==> src/include/ttc_trig_defines.svh <==
// *********************************************************************
// sizing and code constants for the TTC trigger path
// include wherever FIFO depth, busy time or counter widths are needed
// *********************************************************************

`ifndef TTC_TRIG_DEFINES_SVH
`define TTC_TRIG_DEFINES_SVH

// trigger-info FIFO entries, power of two only
`define TTC_FIFO_DEPTH 8

// cycles the channel controller stays busy per async readout
`define TTC_ACQ_BUSY_CYCLES 12

// trigger type that requests an asynchronous channel readout
`define TTC_ASYNC_TYPE 5'd4

// global trigger number, starts at 1
`define TTC_NUM_W 24

// free-running timestamp, 40 MHz ticks
`define TTC_TS_W 44

`endif
==> src/hw/ttc_trig_pkg.sv <==
// *********************************************************************
// shared types for the TTC trigger receiver, channel controller and
// trigger-info FIFO; import where the types are used
// *********************************************************************

`include "ttc_trig_defines.svh"

package ttc_trig_pkg;

  // receiver FSM, one-hot
  typedef enum logic [3:0] {
    idle            = 4'b0001,  // waiting for a TTC trigger
    send_trigger    = 4'b0010,  // forward to channels or skip
    store_trig_info = 4'b0100,  // hold record until FIFO takes it
    error           = 4'b1000   // trigger came while channels busy, sticky
  } rx_state_e;

  // one trigger-info FIFO word, 128 bits
  typedef struct packed {
    logic [24:0]            reserved;       // always zero
    logic                   empty_payload;  // self-trigger skip, not used here
    logic [3:0]             xadc_alarms;    // alarms at trigger time
    logic                   empty_event;    // no channel readout for this one
    logic [4:0]             trig_type;
    logic [`TTC_NUM_W-1:0]  event_cnt;      // readouts passed to channels
    logic [`TTC_NUM_W-1:0]  trig_num;
    logic [`TTC_TS_W-1:0]   timestamp;
  } trig_record_t;

  // request sent to the channel controller with acq_trigger
  typedef struct packed {
    logic [4:0]             trig_type;
    logic [`TTC_NUM_W-1:0]  trig_num;
  } acq_req_t;

endpackage

==> src/hw/ttc_trig_top.sv <==
// *********************************************************************
// TTC trigger subsystem top: receiver, channel controller and
// trigger-info FIFO toward the trigger processor
// *********************************************************************

`include "ttc_trig_defines.svh"

module ttc_trig_top (
  input  logic                       clk,
  input  logic                       reset,
  // TTC side
  input  logic                       ttc_trigger,
  input  logic [4:0]                 trig_type,
  input  logic                       reset_trig_num,
  input  logic                       reset_trig_timestamp,
  // run setup and monitoring
  input  logic [4:0]                 chan_en,
  input  logic                       acq_enable,
  input  logic [3:0]                 xadc_alarms,
  // trigger processor port
  input  logic                       rec_ready,
  output logic                       rec_valid,
  output ttc_trig_pkg::trig_record_t rec_data,
  // status
  output ttc_trig_pkg::rx_state_e    state,
  output logic [`TTC_NUM_W-1:0]      trig_num,
  output logic [`TTC_TS_W-1:0]       trig_timestamp,
  output logic                       error_trig_rate,
  output logic                       readout_done,
  output logic [`TTC_NUM_W-1:0]      last_trig_num
);

  import ttc_trig_pkg::*;

  logic         acq_trigger;    // receiver -> controller strobe
  acq_req_t     acq_req;
  logic         acq_ready;
  logic         acq_activated;
  logic         fifo_valid;     // receiver -> FIFO
  logic         fifo_ready;
  trig_record_t fifo_data;

  ttc_trigger_receiver rx_i (
    .clk, .reset, .reset_trig_num, .reset_trig_timestamp,
    .ttc_trigger, .trig_type, .xadc_alarms,
    .acq_ready, .acq_activated, .acq_trigger, .acq_req,
    .fifo_ready, .fifo_valid, .fifo_data,
    .state, .trig_num, .trig_timestamp, .error_trig_rate
  );

  acq_channel_ctrl acq_i (
    .clk, .reset, .acq_enable, .chan_en,
    .acq_trigger, .acq_req, .acq_ready, .acq_activated,
    .readout_done, .last_trig_num
  );

  trig_info_fifo fifo_i (
    .clk, .reset,
    .wr_valid (fifo_valid), .wr_data (fifo_data), .wr_ready (fifo_ready),
    .rd_valid (rec_valid),  .rd_data (rec_data),  .rd_ready (rec_ready)
  );

endmodule

==> src/hw/acq_channel_ctrl.sv <==
// *********************************************************************
// channel acquisition controller model: takes async readout requests
// and stays busy for a fixed readout time, then reports ready again
// *********************************************************************

`include "ttc_trig_defines.svh"

module acq_channel_ctrl (
  input  logic                   clk,
  input  logic                   reset,
  input  logic                   acq_enable,     // runs armed
  input  logic [4:0]             chan_en,        // enabled channels
  // receiver side
  input  logic                   acq_trigger,    // one-cycle strobe
  input  ttc_trig_pkg::acq_req_t acq_req,
  output logic                   acq_ready,      // not busy
  output logic                   acq_activated,  // armed with a channel on
  // command manager side
  output logic                   readout_done,   // last busy cycle
  output logic [`TTC_NUM_W-1:0]  last_trig_num   // most recent accepted readout
);

  localparam int BUSY = `TTC_ACQ_BUSY_CYCLES;
  localparam int CW   = $clog2(BUSY + 1);

  logic [CW-1:0] busy_cnt;  // cycles left in current readout
  logic          accept;    // strobe taken while idle

  assign acq_ready     = (busy_cnt == '0);
  assign acq_activated = acq_enable && (|chan_en);
  assign accept        = acq_trigger && acq_ready;  // strobe while busy is dropped
  assign readout_done  = (busy_cnt == CW'(1));

  // busy down-counter
  always_ff @(posedge clk) begin
    if (reset) begin
      busy_cnt <= '0;
    end else if (accept) begin
      busy_cnt <= CW'(BUSY);  // low ready from next cycle on
    end else if (busy_cnt != '0) begin
      busy_cnt <= busy_cnt - 1'b1;
    end
  end

  // readout bookkeeping for the command manager
  always_ff @(posedge clk) begin
    if (reset)       last_trig_num <= '0;
    else if (accept) last_trig_num <= acq_req.trig_num;
  end

  // every accepted readout ends exactly BUSY cycles later
  a_done_timing : assert property (
    @(posedge clk) disable iff (reset) accept |-> ##BUSY readout_done
  ) else $error("readout_done not at end of busy time");

  // second strobe inside the busy window, receiver should be erroring
  c_strobe_busy : cover property (
    @(posedge clk) disable iff (reset)
      acq_trigger ##[1:BUSY] (acq_trigger && !acq_ready)
  );

endmodule

==> src/hw/trig_info_fifo.sv <==
// *********************************************************************
// trigger-info FIFO, first-word-fall-through, between the receiver
// and the trigger processor port; depth from the defines header
// *********************************************************************

`include "ttc_trig_defines.svh"

module trig_info_fifo (
  input  logic                       clk,
  input  logic                       reset,
  // write side, receiver
  input  logic                       wr_valid,
  input  ttc_trig_pkg::trig_record_t wr_data,
  output logic                       wr_ready,  // not full
  // read side, trigger processor
  output logic                       rd_valid,  // not empty
  output ttc_trig_pkg::trig_record_t rd_data,   // head entry
  input  logic                       rd_ready
);

  import ttc_trig_pkg::*;

  localparam int DEPTH = `TTC_FIFO_DEPTH;
  localparam int AW    = $clog2(DEPTH);

  trig_record_t  mem [DEPTH];
  logic [AW-1:0] wr_ptr;   // wraps, depth is a power of two
  logic [AW-1:0] rd_ptr;
  logic [AW:0]   count;    // occupancy 0..DEPTH
  logic          push;
  logic          pop;

  assign wr_ready = (count != (AW+1)'(DEPTH));
  assign rd_valid = (count != '0);
  assign rd_data  = mem[rd_ptr];
  assign push     = wr_valid && wr_ready;
  assign pop      = rd_valid && rd_ready;

  always_ff @(posedge clk) begin
    if (push) mem[wr_ptr] <= wr_data;
  end

  always_ff @(posedge clk) begin
    if (reset) begin
      wr_ptr <= '0;
      rd_ptr <= '0;
      count  <= '0;
    end else begin
      if (push) wr_ptr <= wr_ptr + 1'b1;
      if (pop)  rd_ptr <= rd_ptr + 1'b1;
      case ({push, pop})
        2'b10:   count <= count + 1'b1;
        2'b01:   count <= count - 1'b1;
        default: count <= count;  // both or neither
      endcase
    end
  end

  // a write while full would land on the unread head
  a_no_overflow : assert property (
    @(posedge clk) disable iff (reset)
      rd_valid && !rd_ready |=> rd_valid && $stable(rd_data)
  ) else $error("trigger FIFO written while full");

  // empty count means the pointers meet
  a_no_underflow : assert property (
    @(posedge clk) disable iff (reset) !rd_valid |-> (rd_ptr == wr_ptr)
  ) else $error("trigger FIFO read while empty");

endmodule

==> src/hw/ttc_trigger_receiver.sv <==
// *********************************************************************
// TTC trigger receiver: numbers and timestamps each trigger, forwards
// async readouts to the channel controller, queues one record per trigger
// *********************************************************************

`include "ttc_trig_defines.svh"

module ttc_trigger_receiver (
  input  logic                       clk,
  input  logic                       reset,
  // Channel-B resets
  input  logic                       reset_trig_num,
  input  logic                       reset_trig_timestamp,
  // trigger input
  input  logic                       ttc_trigger,      // one-cycle pulse
  input  logic [4:0]                 trig_type,
  input  logic [3:0]                 xadc_alarms,
  // channel acquisition controller
  input  logic                       acq_ready,        // controller not busy
  input  logic                       acq_activated,    // runs armed, channels on
  output logic                       acq_trigger,      // one-cycle strobe
  output ttc_trig_pkg::acq_req_t     acq_req,
  // trigger-info FIFO
  input  logic                       fifo_ready,
  output logic                       fifo_valid,
  output ttc_trig_pkg::trig_record_t fifo_data,
  // status
  output ttc_trig_pkg::rx_state_e    state,
  output logic [`TTC_NUM_W-1:0]      trig_num,         // next number to hand out
  output logic [`TTC_TS_W-1:0]       trig_timestamp,   // stamp of last trigger
  output logic                       error_trig_rate
);

  import ttc_trig_pkg::*;

  localparam logic [4:0] ASYNC_TYPE = `TTC_ASYNC_TYPE;

  rx_state_e              state_next;
  logic [`TTC_NUM_W-1:0]  event_cnt;    // accepted readouts, starts at 1
  logic [`TTC_TS_W-1:0]   ts_cnt;       // free-running cycle count
  logic [3:0]             alarms_q;     // alarms latched with the trigger
  logic                   empty_event;  // decided at trigger time
  logic                   take_trig;    // trigger sampled in idle
  logic                   fwd;          // readout goes to the channels
  logic                   to_store;     // send_trigger -> store_trig_info

  assign take_trig = (state == idle) && ttc_trigger;  // busy states drop triggers
  assign to_store  = (state == send_trigger) && acq_ready;
  assign fwd       = to_store && !empty_event;

  // next state
  always_comb begin
    state_next = state;
    case (state)
      idle: begin
        if (ttc_trigger) state_next = send_trigger;
      end
      send_trigger: begin
        // channels still reading out the previous event
        if (!acq_ready) state_next = error;
        else            state_next = store_trig_info;
      end
      store_trig_info: begin
        if (fifo_ready) state_next = idle;  // record taken this cycle
      end
      error: state_next = error;  // hard error, wait for reset
      default: state_next = error;
    endcase
  end

  // control state and counters
  always_ff @(posedge clk) begin
    if (reset) begin
      state       <= idle;
      acq_trigger <= 1'b0;
      empty_event <= 1'b0;
    end else begin
      state       <= state_next;
      acq_trigger <= fwd;  // high in first store_trig_info cycle only
      if (take_trig)
        empty_event <= (trig_type != ASYNC_TYPE) || !acq_activated;
    end

    // numbering restarts at 1
    if (reset || reset_trig_num) begin
      trig_num  <= `TTC_NUM_W'(1);
      event_cnt <= `TTC_NUM_W'(1);
    end else begin
      if (take_trig) trig_num  <= trig_num + 1'b1;
      if (fwd)       event_cnt <= event_cnt + 1'b1;
    end

    // 0 in the first cycle after the reset
    if (reset || reset_trig_timestamp) ts_cnt <= '0;
    else                               ts_cnt <= ts_cnt + 1'b1;

    if (reset)          trig_timestamp <= '0;
    else if (take_trig) trig_timestamp <= ts_cnt;  // count in trigger cycle
  end

  // latched trigger fields
  always_ff @(posedge clk) begin
    if (take_trig) begin
      acq_req.trig_num  <= trig_num;
      acq_req.trig_type <= trig_type;
      alarms_q          <= xadc_alarms;
    end
    // record built once, then held through back-pressure
    if (to_store) begin
      fifo_data.reserved      <= '0;
      fifo_data.empty_payload <= 1'b0;
      fifo_data.xadc_alarms   <= alarms_q;
      fifo_data.empty_event   <= empty_event;
      fifo_data.trig_type     <= acq_req.trig_type;
      fifo_data.event_cnt     <= event_cnt;  // pre-increment value
      fifo_data.trig_num      <= acq_req.trig_num;
      fifo_data.timestamp     <= trig_timestamp;
    end
  end

  assign fifo_valid      = (state == store_trig_info);  // held until transfer
  assign error_trig_rate = (state == error);

  a_state_onehot : assert property (
    @(posedge clk) disable iff (reset) $onehot(state)
  ) else $error("receiver state not one-hot");

  a_strobe_single : assert property (
    @(posedge clk) disable iff (reset) acq_trigger |=> !acq_trigger
  ) else $error("acq_trigger longer than one cycle");

  // record must not move while the FIFO holds it off
  a_record_held : assert property (
    @(posedge clk) disable iff (reset)
      fifo_valid && !fifo_ready |=> fifo_valid && $stable(fifo_data)
  ) else $error("trigger record changed under back-pressure");

endmodule

==> config.mk <==
export PLATFORM = sky130hd
export DESIGN_NAME = ttc_trig_top
export DESIGN_NICKNAME = d
export VERILOG_FILES = /design/src/hw/ttc_trig_pkg.sv /design/src/hw/ttc_trig_top.sv /design/src/hw/acq_channel_ctrl.sv /design/src/hw/trig_info_fifo.sv /design/src/hw/ttc_trigger_receiver.sv
export VERILOG_INCLUDE_DIRS = /design/src /design/src/include
export SDC_FILE = /design/constraint.sdc
export NUM_CORES = 1
export LEC_CHECK = 0
export ABC_CLOCK_PERIOD_IN_PS = 42200
export BUFFER_PORTS_ARGS = -buffer_cell sky130_fd_sc_hd__buf_2
export CAP_MARGIN = 5
export CORE_MARGIN = 4
export CORE_UTILIZATION = 40
export DETAILED_ROUTE_END_ITERATION = 8
export GPL_TIMING_DRIVEN = 0
export SLEW_MARGIN = 20
export SYNTH_ARGS = -nofsm -noshare
export SYNTH_HDL_FRONTEND = slang
export SYNTH_HIERARCHICAL = 1
export SYNTH_SLANG_ARGS = --single-unit
==> constraint.sdc <==
create_clock -name clk -period 42.2 [get_ports clk]
set_input_delay 0 -clock clk [delete_from_list [all_inputs] [get_ports clk]]
set_output_delay 0 -clock clk [all_outputs]
set_load 0.1 [all_outputs]
[Word-level counts from Yosys, hierarchy flattened]
Memories as Yosys holds them, arrays and structs flattened. A register that Yosys moved wholly into a read port is not among the register bits.
Cells that the tools add are included.
W data, S select, Z words.
Word-level totals
  bits of input ports: 21
  memories: 1
  bits in registers: 315
  bits in writable memories: 816
Cells by class
  muxes and demuxes: 11
  reductions and logical operators: 20
  add/subtract/negate cells: 8
  eq/ne operators: 11
Memories
  fifo_i.mem: depth 8, width 102, rd ports 1, clocked after memory_dff 1, wr ports 1, line trig_info_fifo.sv:26  | trig_record_t mem [DEPTH];
Operator list (count)
  $add A24 B1 Y24 const B: 2
  $add A44 B1 Y44 const B: 1
  $mux W4: 5
  $pmux W4 S3: 1
  $eq A4 B1 Y1 const B: 2
  $pmux W4 S2: 1
  $reduce_bool A4 Y1: 2
  $sub A4 B1 Y4 const B: 2
  $logic_and A1 B1 Y1: 7
  $add A3 B1 Y3 const B: 2
  $mux W3: 2
  $ne A5 B3 Y1 const B: 1
  $reduce_or A5 Y1: 1
  $add A4 B1 Y4 const B: 1
  $eq A4 B2 Y1 const B: 1
  $eq A4 B3 Y1 const B: 1
  $eq A4 B4 Y1 const B: 1
  $logic_not A4 Y1: 1
  $ne A2 B2 Y1 const B: 2
  $ne A4 B4 Y1 const B: 1
  $reduce_bool A2 Y1: 2
  $logic_or A1 B1 Y1: 3
  $eq A2 B1 Y1 const B: 1
  $eq A2 B2 Y1 const B: 1
  4 further kinds: 6

[Depth between registers and ports, before layout]
Gate-level depths: netlist of run 1.
  depth in word-level cells: 4
  mapped depth: 10
  gate-level depth less buffers: 10

[By module]
Netlist of run 1, hierarchy kept.
By module, submodules not included
  trig_info_fifo: area each 39556.7 um^2, cells an instance 1553, sequential area each 31009.7 um^2, times used 1
  ttc_trigger_receiver: area each 10445.0 um^2, cells an instance 914, sequential area each 6896.6 um^2, times used 1
  acq_channel_ctrl: area each 1138.6 um^2, cells an instance 134, sequential area each 560.5 um^2, times used 1

[Least setup slack after synthesis of run 1]
OpenSTA, ideal clock, no wires.
  path kind: register to register
  start point: register rx_i.state[2]
  end point: memory fifo_i/mem[0][0] (netlist bit), enable pin
  arrival time: 14.202 ns
  required time: 41.267 ns
  setup slack: 27.065 ns
  stages on the path, launching flop included: 4
  buffers on the path: 0
  setup time: 0.933 ns
  path through: dfxtp_1 -> nor4b_1 -> nand2_2 -> nor4_1
On the way
  cells in the longest elaborated chain, start to end: 4
Ends and longest elaborated chain
  start, declared: line ttc_trigger_receiver.sv:28  | output ttc_trig_pkg::rx_state_e state,
  start signal, assigned: line ttc_trigger_receiver.sv:74  | state <= idle;
  start signal, assigned: line ttc_trigger_receiver.sv:78  | state <= state_next;
  $eq A4 B3 Y1: line ttc_trigger_receiver.sv:121  | assign fifo_valid = (state == store_trig_info);
  net fifo_valid: line ttc_trig_top.sv:39  | logic fifo_valid;
  $logic_and A1 B1 Y1: line trig_info_fifo.sv:36  | assign push = wr_valid && wr_ready;
  $mux W1: line trig_info_fifo.sv:40  | if (push) mem[wr_ptr] <= wr_data;
  $mux W1 (implied by the code): line trig_info_fifo.sv:40
  end, declared: line trig_info_fifo.sv:26
The timed path passes the listed nets, and every way through them passes these cells.

[Final worst setup path of run 1]
  start point: register rx_i.state[2]
  end point: memory fifo_i/mem[0][40] (netlist bit), enable pin
Same word-level chain as after synthesis.

==> impl_metrics.json, run 1 <==
{
  "status": "finished, final reports clean",
  "h-tree-depth": 4,
  "skew_ns": 0.0229,
  "ios": 248,
  "rows": 130,
  "async_flop_share_pct": 0,
  "synth.area.top_cells": "edfxtp_1 68%, mux4_2 8.4%, dfxtp_1 7.2%, mux4_1 3.3%, mux2_2 2.8%",
  "max_freq_ghz": 0.254,
  "grt_pass1_vias": 27400,
  "worstSetupPathType": "reg -> reg",
  "clock-sinks": 1342,
  "antenna_found_initial": 8,
  "slew_violations": 0,
  "reg2reg_depth": 8,
  "irDropWorstVdd_uv": 43.3,
  "reg2reg_from": "rx_i/state[2]",
  "ys_seq_area_share_pct": 75.2,
  "die_height_um": 366,
  "synthTopCellsByCount": "1159 x edfxtp_1, 191 x mux4_2, 185 x nand2_1",
  "initial_core_util_pct": 40.5,
  "drive_gt1_share_pct": 31.7,
  "path_clk_slew_ns": 0.06,
  "antenna_left": 0,
  "grt_pass1_wl_um": 184000,
  "setup_ws_ns": 38.26,
  "crit_top_cell": "buf_2",
  "fin_crit_sh_pct": 9.33,
  "synth_edf_count": 1159,
  "clk_latency_ns": 0.76,
  "worst_path_max_delay_cell": "nor4b_2",
  "final_nets": 3231,
  "worstMarginPinSlew_ns": 1.03,
  "powerDensity_nw_per_um2": 44.4,
  "synthFlopType": "edfxtp_1",
  "routed_wl_um": 126000,
  "critPathCaptureType": "flop",
  "core_um2": 126000,
  "drt-pass1-iter-count": 7,
  "crit_arrival_ns": 4.38,
  "via_per_inst": 5.37,
  "place_inst": 4689,
  "drc": 0,
  "max_stage_delay_ns": 0.83,
  "clock-root-buffer": "clkbuf_16",
  "postSynthCellCount": 2601,
  "grt_start_max_net_pins": 43,
  "setup_viol": 0,
  "rsz0062_at_grt": "false",
  "hpwlAfterDp_um": 87200,
  "fillers": 10200,
  "yosysMostFrequentCell": "edfxtp_1",
  "post-place-ws_ns": 38.25,
  "hold_viol_final": 0,
  "holdPathEnd": "rx_i/acq_req[25]",
  "start_kind": "flop",
  "yosys_warnings": 6,
  "post_cts.repair.setup_buffers": 0,
  "vias": 26700,
  "period_minus_slack_ns": 3.94,
  "drt_iter0_drc": 2343,
  "synth_cell_types": 61,
  "die_area_um2": 134000,
  "post_cts_resized": 0,
  "port_buffers": 247,
  "numCtsBuffers": 137,
  "r2r_end": "fifo_i/mem[0][40]",
  "cts_tree": "done",
  "cap_viol_max_count": 0,
  "cp.required_ns": 42.64,
  "grt_usage_pct": 18.9,
  "hold_slack_ns": 0.0854,
  "crit_start": "rx_i/state[2]",
  "relSlewSlack_pct": 31.4,
  "crit_chain": "nor4b_2, nand2_2, nor4_2, buf_4, buf_2, buf_2, buf_2, buf_2",
  "place.gp.congestion": 0.757,
  "grt.overflow.total": 0,
  "synth_area_um2": 51100,
  "holdCritStartpoint": "trig_type[1]",
  "clockBufferDepth": 3,
  "ff2ff_setup_slack_ns": 38.26,
  "fin_cells": 4966,
  "synth_top_area_share_pct": 68.1,
  "hp-class": "in -> reg",
  "leakagePower_nw": 19.7,
  "synth_seq_cells": 1342,
  "holdPathStages": 2,
  "areaGrowthSynthToFinish_pct": 19.6,
  "synth.avg_cell_area_um2": 19.7,
  "totalPowerFinal_mw": 2.71,
  "wl_per_cell_um": 25.3,
  "fp.dieW_um": 366,
  "synth_largest_area_cell": "edfxtp_1",
  "crit_fanout": 8,
  "setup_tns_ns": 0
}
-- flip-flops by register name, indices dropped and copies added (netlist names), 4 cells and up, named ones only --
name                 flops
acq_i/busy_cnt           4
acq_i/last_trig_num     24
fifo_i/count             4
fifo_i/mem            1024
rx_i/acq_req            29
rx_i/alarms_q            4
rx_i/event_cnt          24
rx_i/fifo_data         102
rx_i/state               4
rx_i/trig_num           24
rx_i/trig_timestamp     44
rx_i/ts_cnt             44
-- through the flow --
step / utilization (%) / area (µm²)
6_report: 48.4 / 61200
5_1_grt: 48.4 / 61200
4_1_cts: 48.4 / 61200
3_5_place_dp: 44.6 / 56400
3_3_place_gp: 43.2 / 54500
2_1_floorplan: - / 51200
-- cell type report --
type                       instances  area [µm²]  area share [%]
antenna                            2        5.00         0.00818
clock inverter                    74         763            1.25
tap                             1650        2060            3.38
buffer                           157        1190            1.94
inverter                          17        63.8           0.104
sequential                      1342       38500            62.9
clock buffer                     179        3780            6.18
timing repair buffer             435        3240            5.30
multi-input combinational       1110       11600            18.9
-- cell families (layout without fill, tap and decap cells) --
logic type      after synthesis  count (layout)  synth area share, %
compound gates              197             197                 2.24
xor+xnor                     30              30                0.514
fa+ha+maj                    10              10                0.245
buf+inv                     174             862                 2.44
flops                      1342            1342                 75.2
mux                         396             396                 14.8
other cells                   1              28              0.00733
simple gates                451             451                 4.53
-- report_power, final --
| group | switching (mW) | internal, mW | total [mW] |
|---|---|---|---|
| clock | 0.494 | 0.715 | 1.21 |
| combinational | 0.0403 | 0.0172 | 0.0575 |
| sequential | 0.00905 | 1.44 | 1.45 |
| total | 0.544 | 2.17 | 2.71 |
-- layer usage --
metal,wire (µm),share of wire [%],vias to the layer above,track usage (%)
met5,0,0,-,0
met1,53700,43,13900,25.5
met4,2480,2.0,0,5.09
met2,62000,49,817,31.3
li1,-,-,11800,-
met3,7470,5.9,153,4.03
-- critical path: cells and delay by family (launching register included) --
family / cells / cell delay, ns
buffers and inverters: 5 / 1.20
and+or+nand+nor: 3 / 1.78
DFF: 1 / 0.64
-- worst max path at each step --
stage | depth (start not counted) | slack [ns] | endpoint
2_1_floorplan | 3 | 27.06 | fifo_i/mem[0][0]
3_3_place_gp | 3 | 11.15 | fifo_i/mem[0][117]
3_5_place_dp | 8 | 38.25 | fifo_i/mem[4][29]
4_1_cts | 8 | 38.22 | fifo_i/mem[4][35]
5_1_grt | 8 | 38.08 | fifo_i/mem[0][120]
6_report | 8 | 38.26 | fifo_i/mem[0][40]
-- timing repair --
item                                   CTS  global route
endpoints found under the hold margin   90             0
setup endpoints to repair                0             0
hold buffers                            22             0
-- layout by cell type, fill, tap and decap left out, types with 45 or more instances in the layout --
cell type  instances
a21oi_1          120
buf_2            272
buf_4            120
clkbuf_1          85
clkbuf_16        142
dfxtp_1          183
edfxtp_1        1159
mux2_2           129
mux4_1            65
mux4_2           191
nand2_1          185
or3_1             45
(Power assumes the default switching activity.)
==> run 2: changes to the inputs <==
ABC_AREA = 1   (was default)
ABC_CLOCK_PERIOD_IN_PS = 3500   (was 42200)
clock period = 3.5 ns   (was 42.2 ns; I/O delays follow)
==> run 2 against run 1 <==
Compared with the run above: synthesized area grew 2.6%; largest power group unchanged; global-route usage grew 1.6 points; critical path type is now reg -> out; final cell count grew 33%; largest cell class unchanged.
==> impl_metrics.json, run 2 <==
{
  "status": "finished, final reports clean",
  "core_um2": 130000,
  "powerDensity_nw_per_um2": 717,
  "hpwlAfterDp_um": 96800,
  "ys_seq_area_share_pct": 73.3,
  "max_stage_delay_ns": 0.53,
  "rsz0062_at_grt": "false",
  "vias": 34100,
  "rows": 132,
  "cp.required_ns": 3.50,
  "seqPwrFrac_pct": 39.4,
  "final_common_cell": "edfxtp_1",
  "setup_ws_ns": 0.115,
  "h-tree-depth": 4,
  "clockBufferDepth": 3,
  "fin_cells": 6593,
  "reg_top3": "fifo_i/mem (1024), rx_i/fifo_data (102)",
  "post-place-ws_ns": 0.485,
  "combPwrFrac_pct": 28.2,
  "synth_top_area_share_pct": 66.3,
  "critPathCaptureType": "output pin",
  "die_area_um2": 137000,
  "post_cts.repair.setup_buffers": 0,
  "grt_start_max_net_pins": 43,
  "drt_iter0_drc": 2878,
  "skew_ns": 0.0210,
  "clock-sinks": 1342,
  "synth_largest_area_cell": "edfxtp_1",
  "crit_fanout": 10,
  "largest_reg_flops": 1024,
  "synth_edf_count": 1159,
  "wl_per_cell_um": 21.6,
  "fin_crit_sh_pct": 96.7,
  "drt-pass1-iter-count": 6,
  "max_freq_ghz": 0.295,
  "final_nets": 4775,
  "worstMarginPinSlew_ns": 1.02,
  "relSlewSlack_pct": 31.3,
  "synthFlopType": "edfxtp_1",
  "p_int_mw": 28.5,
  "drive_gt1_share_pct": 14.7,
  "yosys_warnings": 6,
  "synth_cell_types": 48,
  "cap_viol_max_count": 0,
  "antenna_left": 0,
  "regMostFlops": "fifo_i/mem",
  "hold_viol_final": 0,
  "swShare_pct": 36.1,
  "slew_violations": 0,
  "hp-class": "in -> reg",
  "synth_area_um2": 52500,
  "grt_pass1_vias": 33100,
  "setup_viol": 0,
  "setup_tns_ns": 0,
  "routed_wl_um": 143000,
  "die_height_um": 370,
  "hold_slack_ns": 0.0867,
  "grt_pass1_wl_um": 210000,
  "synth_seq_cells": 1342,
  "via_per_inst": 5.17,
  "crit_arrival_ns": 3.38,
  "place.gp.congestion": 0.839,
  "synth.area.top_cells": "edfxtp_1 66%, dfxtp_1 7.0%, nor2_1 4.9%, nand2_1 4.9%, o21ai_0 4.0%",
  "async_flop_share_pct": 0,
  "leakagePower_nw": 21.4,
  "grt_usage_pct": 20.5,
  "fp.dieW_um": 370,
  "irDropWorstVdd_uv": 871,
  "grt.overflow.total": 0,
  "worstSetupPathType": "reg -> out",
  "clock-root-buffer": "clkbuf_16",
  "worst_path_max_delay_cell": "buf_2",
  "ios": 248,
  "cts_tree": "done",
  "areaGrowthSynthToFinish_pct": 18.7,
  "synthTopCellsByCount": "1159 x edfxtp_1, 691 x nor2_1, 681 x nand2_1",
  "antenna_found_initial": 4,
  "period_minus_slack_ns": 3.38,
  "totalPowerFinal_mw": 44.7,
  "crit_family": "buffers and inverters",
  "place_inst": 6323,
  "port_buffers": 247,
  "yosysMostFrequentCell": "edfxtp_1",
  "p_switching_mw": 16.1,
  "drc": 0,
  "start_kind": "flop",
  "path_clk_slew_ns": 0.06,
  "postSynthCellCount": 4249,
  "layout_common_cells": "1159 x edfxtp_1, 682 x nor2_1, 680 x nand2_1",
  "initial_core_util_pct": 40.4,
  "crit_chain": "buf_6, buf_2, clkbuf_1, o21ai_0, o22ai_1, nand2_1, nand2_1, buf_2",
  "numCtsBuffers": 141,
  "clkPwrFrac_pct": 32.4,
  "cp_num_buf_inv": 4,
  "synth.avg_cell_area_um2": 12.3,
  "clk_latency_ns": 0.77
}
-- run 2: changes by cell type after synthesis, moves of 129 or more --
cell / previous run / this run
nand2_1: 185 / 681
mux4_2: 191 / 0
nor2_1: 39 / 691
o21ai_1: 0 / 146
mux2_2: 129 / 0
o21ai_0: 26 / 418
-- run 2: area by class of cell --
type / count / area [µm²]
fill: 11400 / 67700
antenna: 1 / 2.50
timing repair buffer: 327 / 2920
multi-input combinational: 2563 / 12300
sequential: 1342 / 38500
inverter: 121 / 459
tap: 1742 / 2180
clock inverter: 78 / 779
buffer: 248 / 1440
clock buffer: 171 / 3690
-- run 2: timing repair --
item	CTS	global route
endpoints found under the hold margin	112	0
resized for setup	18	57
pin swaps	0	0
setup endpoints to repair	77	73
cloned	0	0
hold buffers	20	0
-- run 2: worst paths after layout --
check                                      start            endpoint  slack [ns]  depth (start not counted)
worst min register to register  rx_i/acq_req[27]  rx_i/fifo_data[95]        0.42                          0
worst min-delay path                trig_type[2]    rx_i/acq_req[26]        0.09                          2
worst max-delay path                        flop       rec_data[113]        0.12                          8
worst max register to register     rx_i/state[1]   fifo_i/mem[7][96]        0.45                         11
-- run 2: worst register-to-register path, cell delays in order, from the launching register on --
cell	delay, ns
dfxtp_4	0.37
inv_1	0.12
nand2_1	0.10
nor2_2	0.19
nand2_2	0.15
nor2_1	0.16
inv_2	0.12
nor2_4	0.63
buf_16	0.25
buf_12	0.21
buf_16	0.20
buf_12	0.23
-- run 2: kinds of logic (layout without fill, tap and decap cells) --
group,after synthesis,count (layout),share of synthesized area (%)
AND/OR/NAND/NOR,1553,1553,12.0
XOR/XNOR,14,14,0.234
AO/OA/AOI/OAI,832,832,8.30
multiplexers,128,128,2.44
flip-flops,1342,1342,73.3
adder cells (fa/ha/maj),10,10,0.238
other,1,27,0.00715
buffers and inverters,369,945,3.51
-- run 2: metrics by stage --
| step | area, µm² | util, % |
|---|---|---|
| 2_1_floorplan | 52700 | - |
| 3_3_place_gp | 56100 | 43.1 |
| 3_5_place_dp | 57500 | 44.2 |
| 4_1_cts | 62200 | 47.9 |
| 5_1_grt | 62300 | 47.9 |
| 6_report | 62300 | 47.9 |
-- run 2: routing by layer --
metal / GRT usage [%] / vias to the layer above / routed length [µm]
met2: 33.8 / 1082 / 68900
met5: 0 / - / 0
li1: - / 16100 / -
met3: 4.12 / 207 / 9890
met4: 6.79 / 0 / 4150
met1: 27.2 / 16700 / 59600
-- run 2: power by group through the flow --
stage / Combinational (mW) / Sequential, mW / Clock (mW)
2_1_floorplan: 8.93 / 18.1 / 0
3_3_place_gp: 12.4 / 17.9 / 0
3_5_place_dp: 12.5 / 17.9 / 0
4_1_cts: 12.6 / 17.6 / 14.8
5_1_grt: 13.3 / 17.6 / 15.4
6_report: 12.6 / 17.6 / 14.5
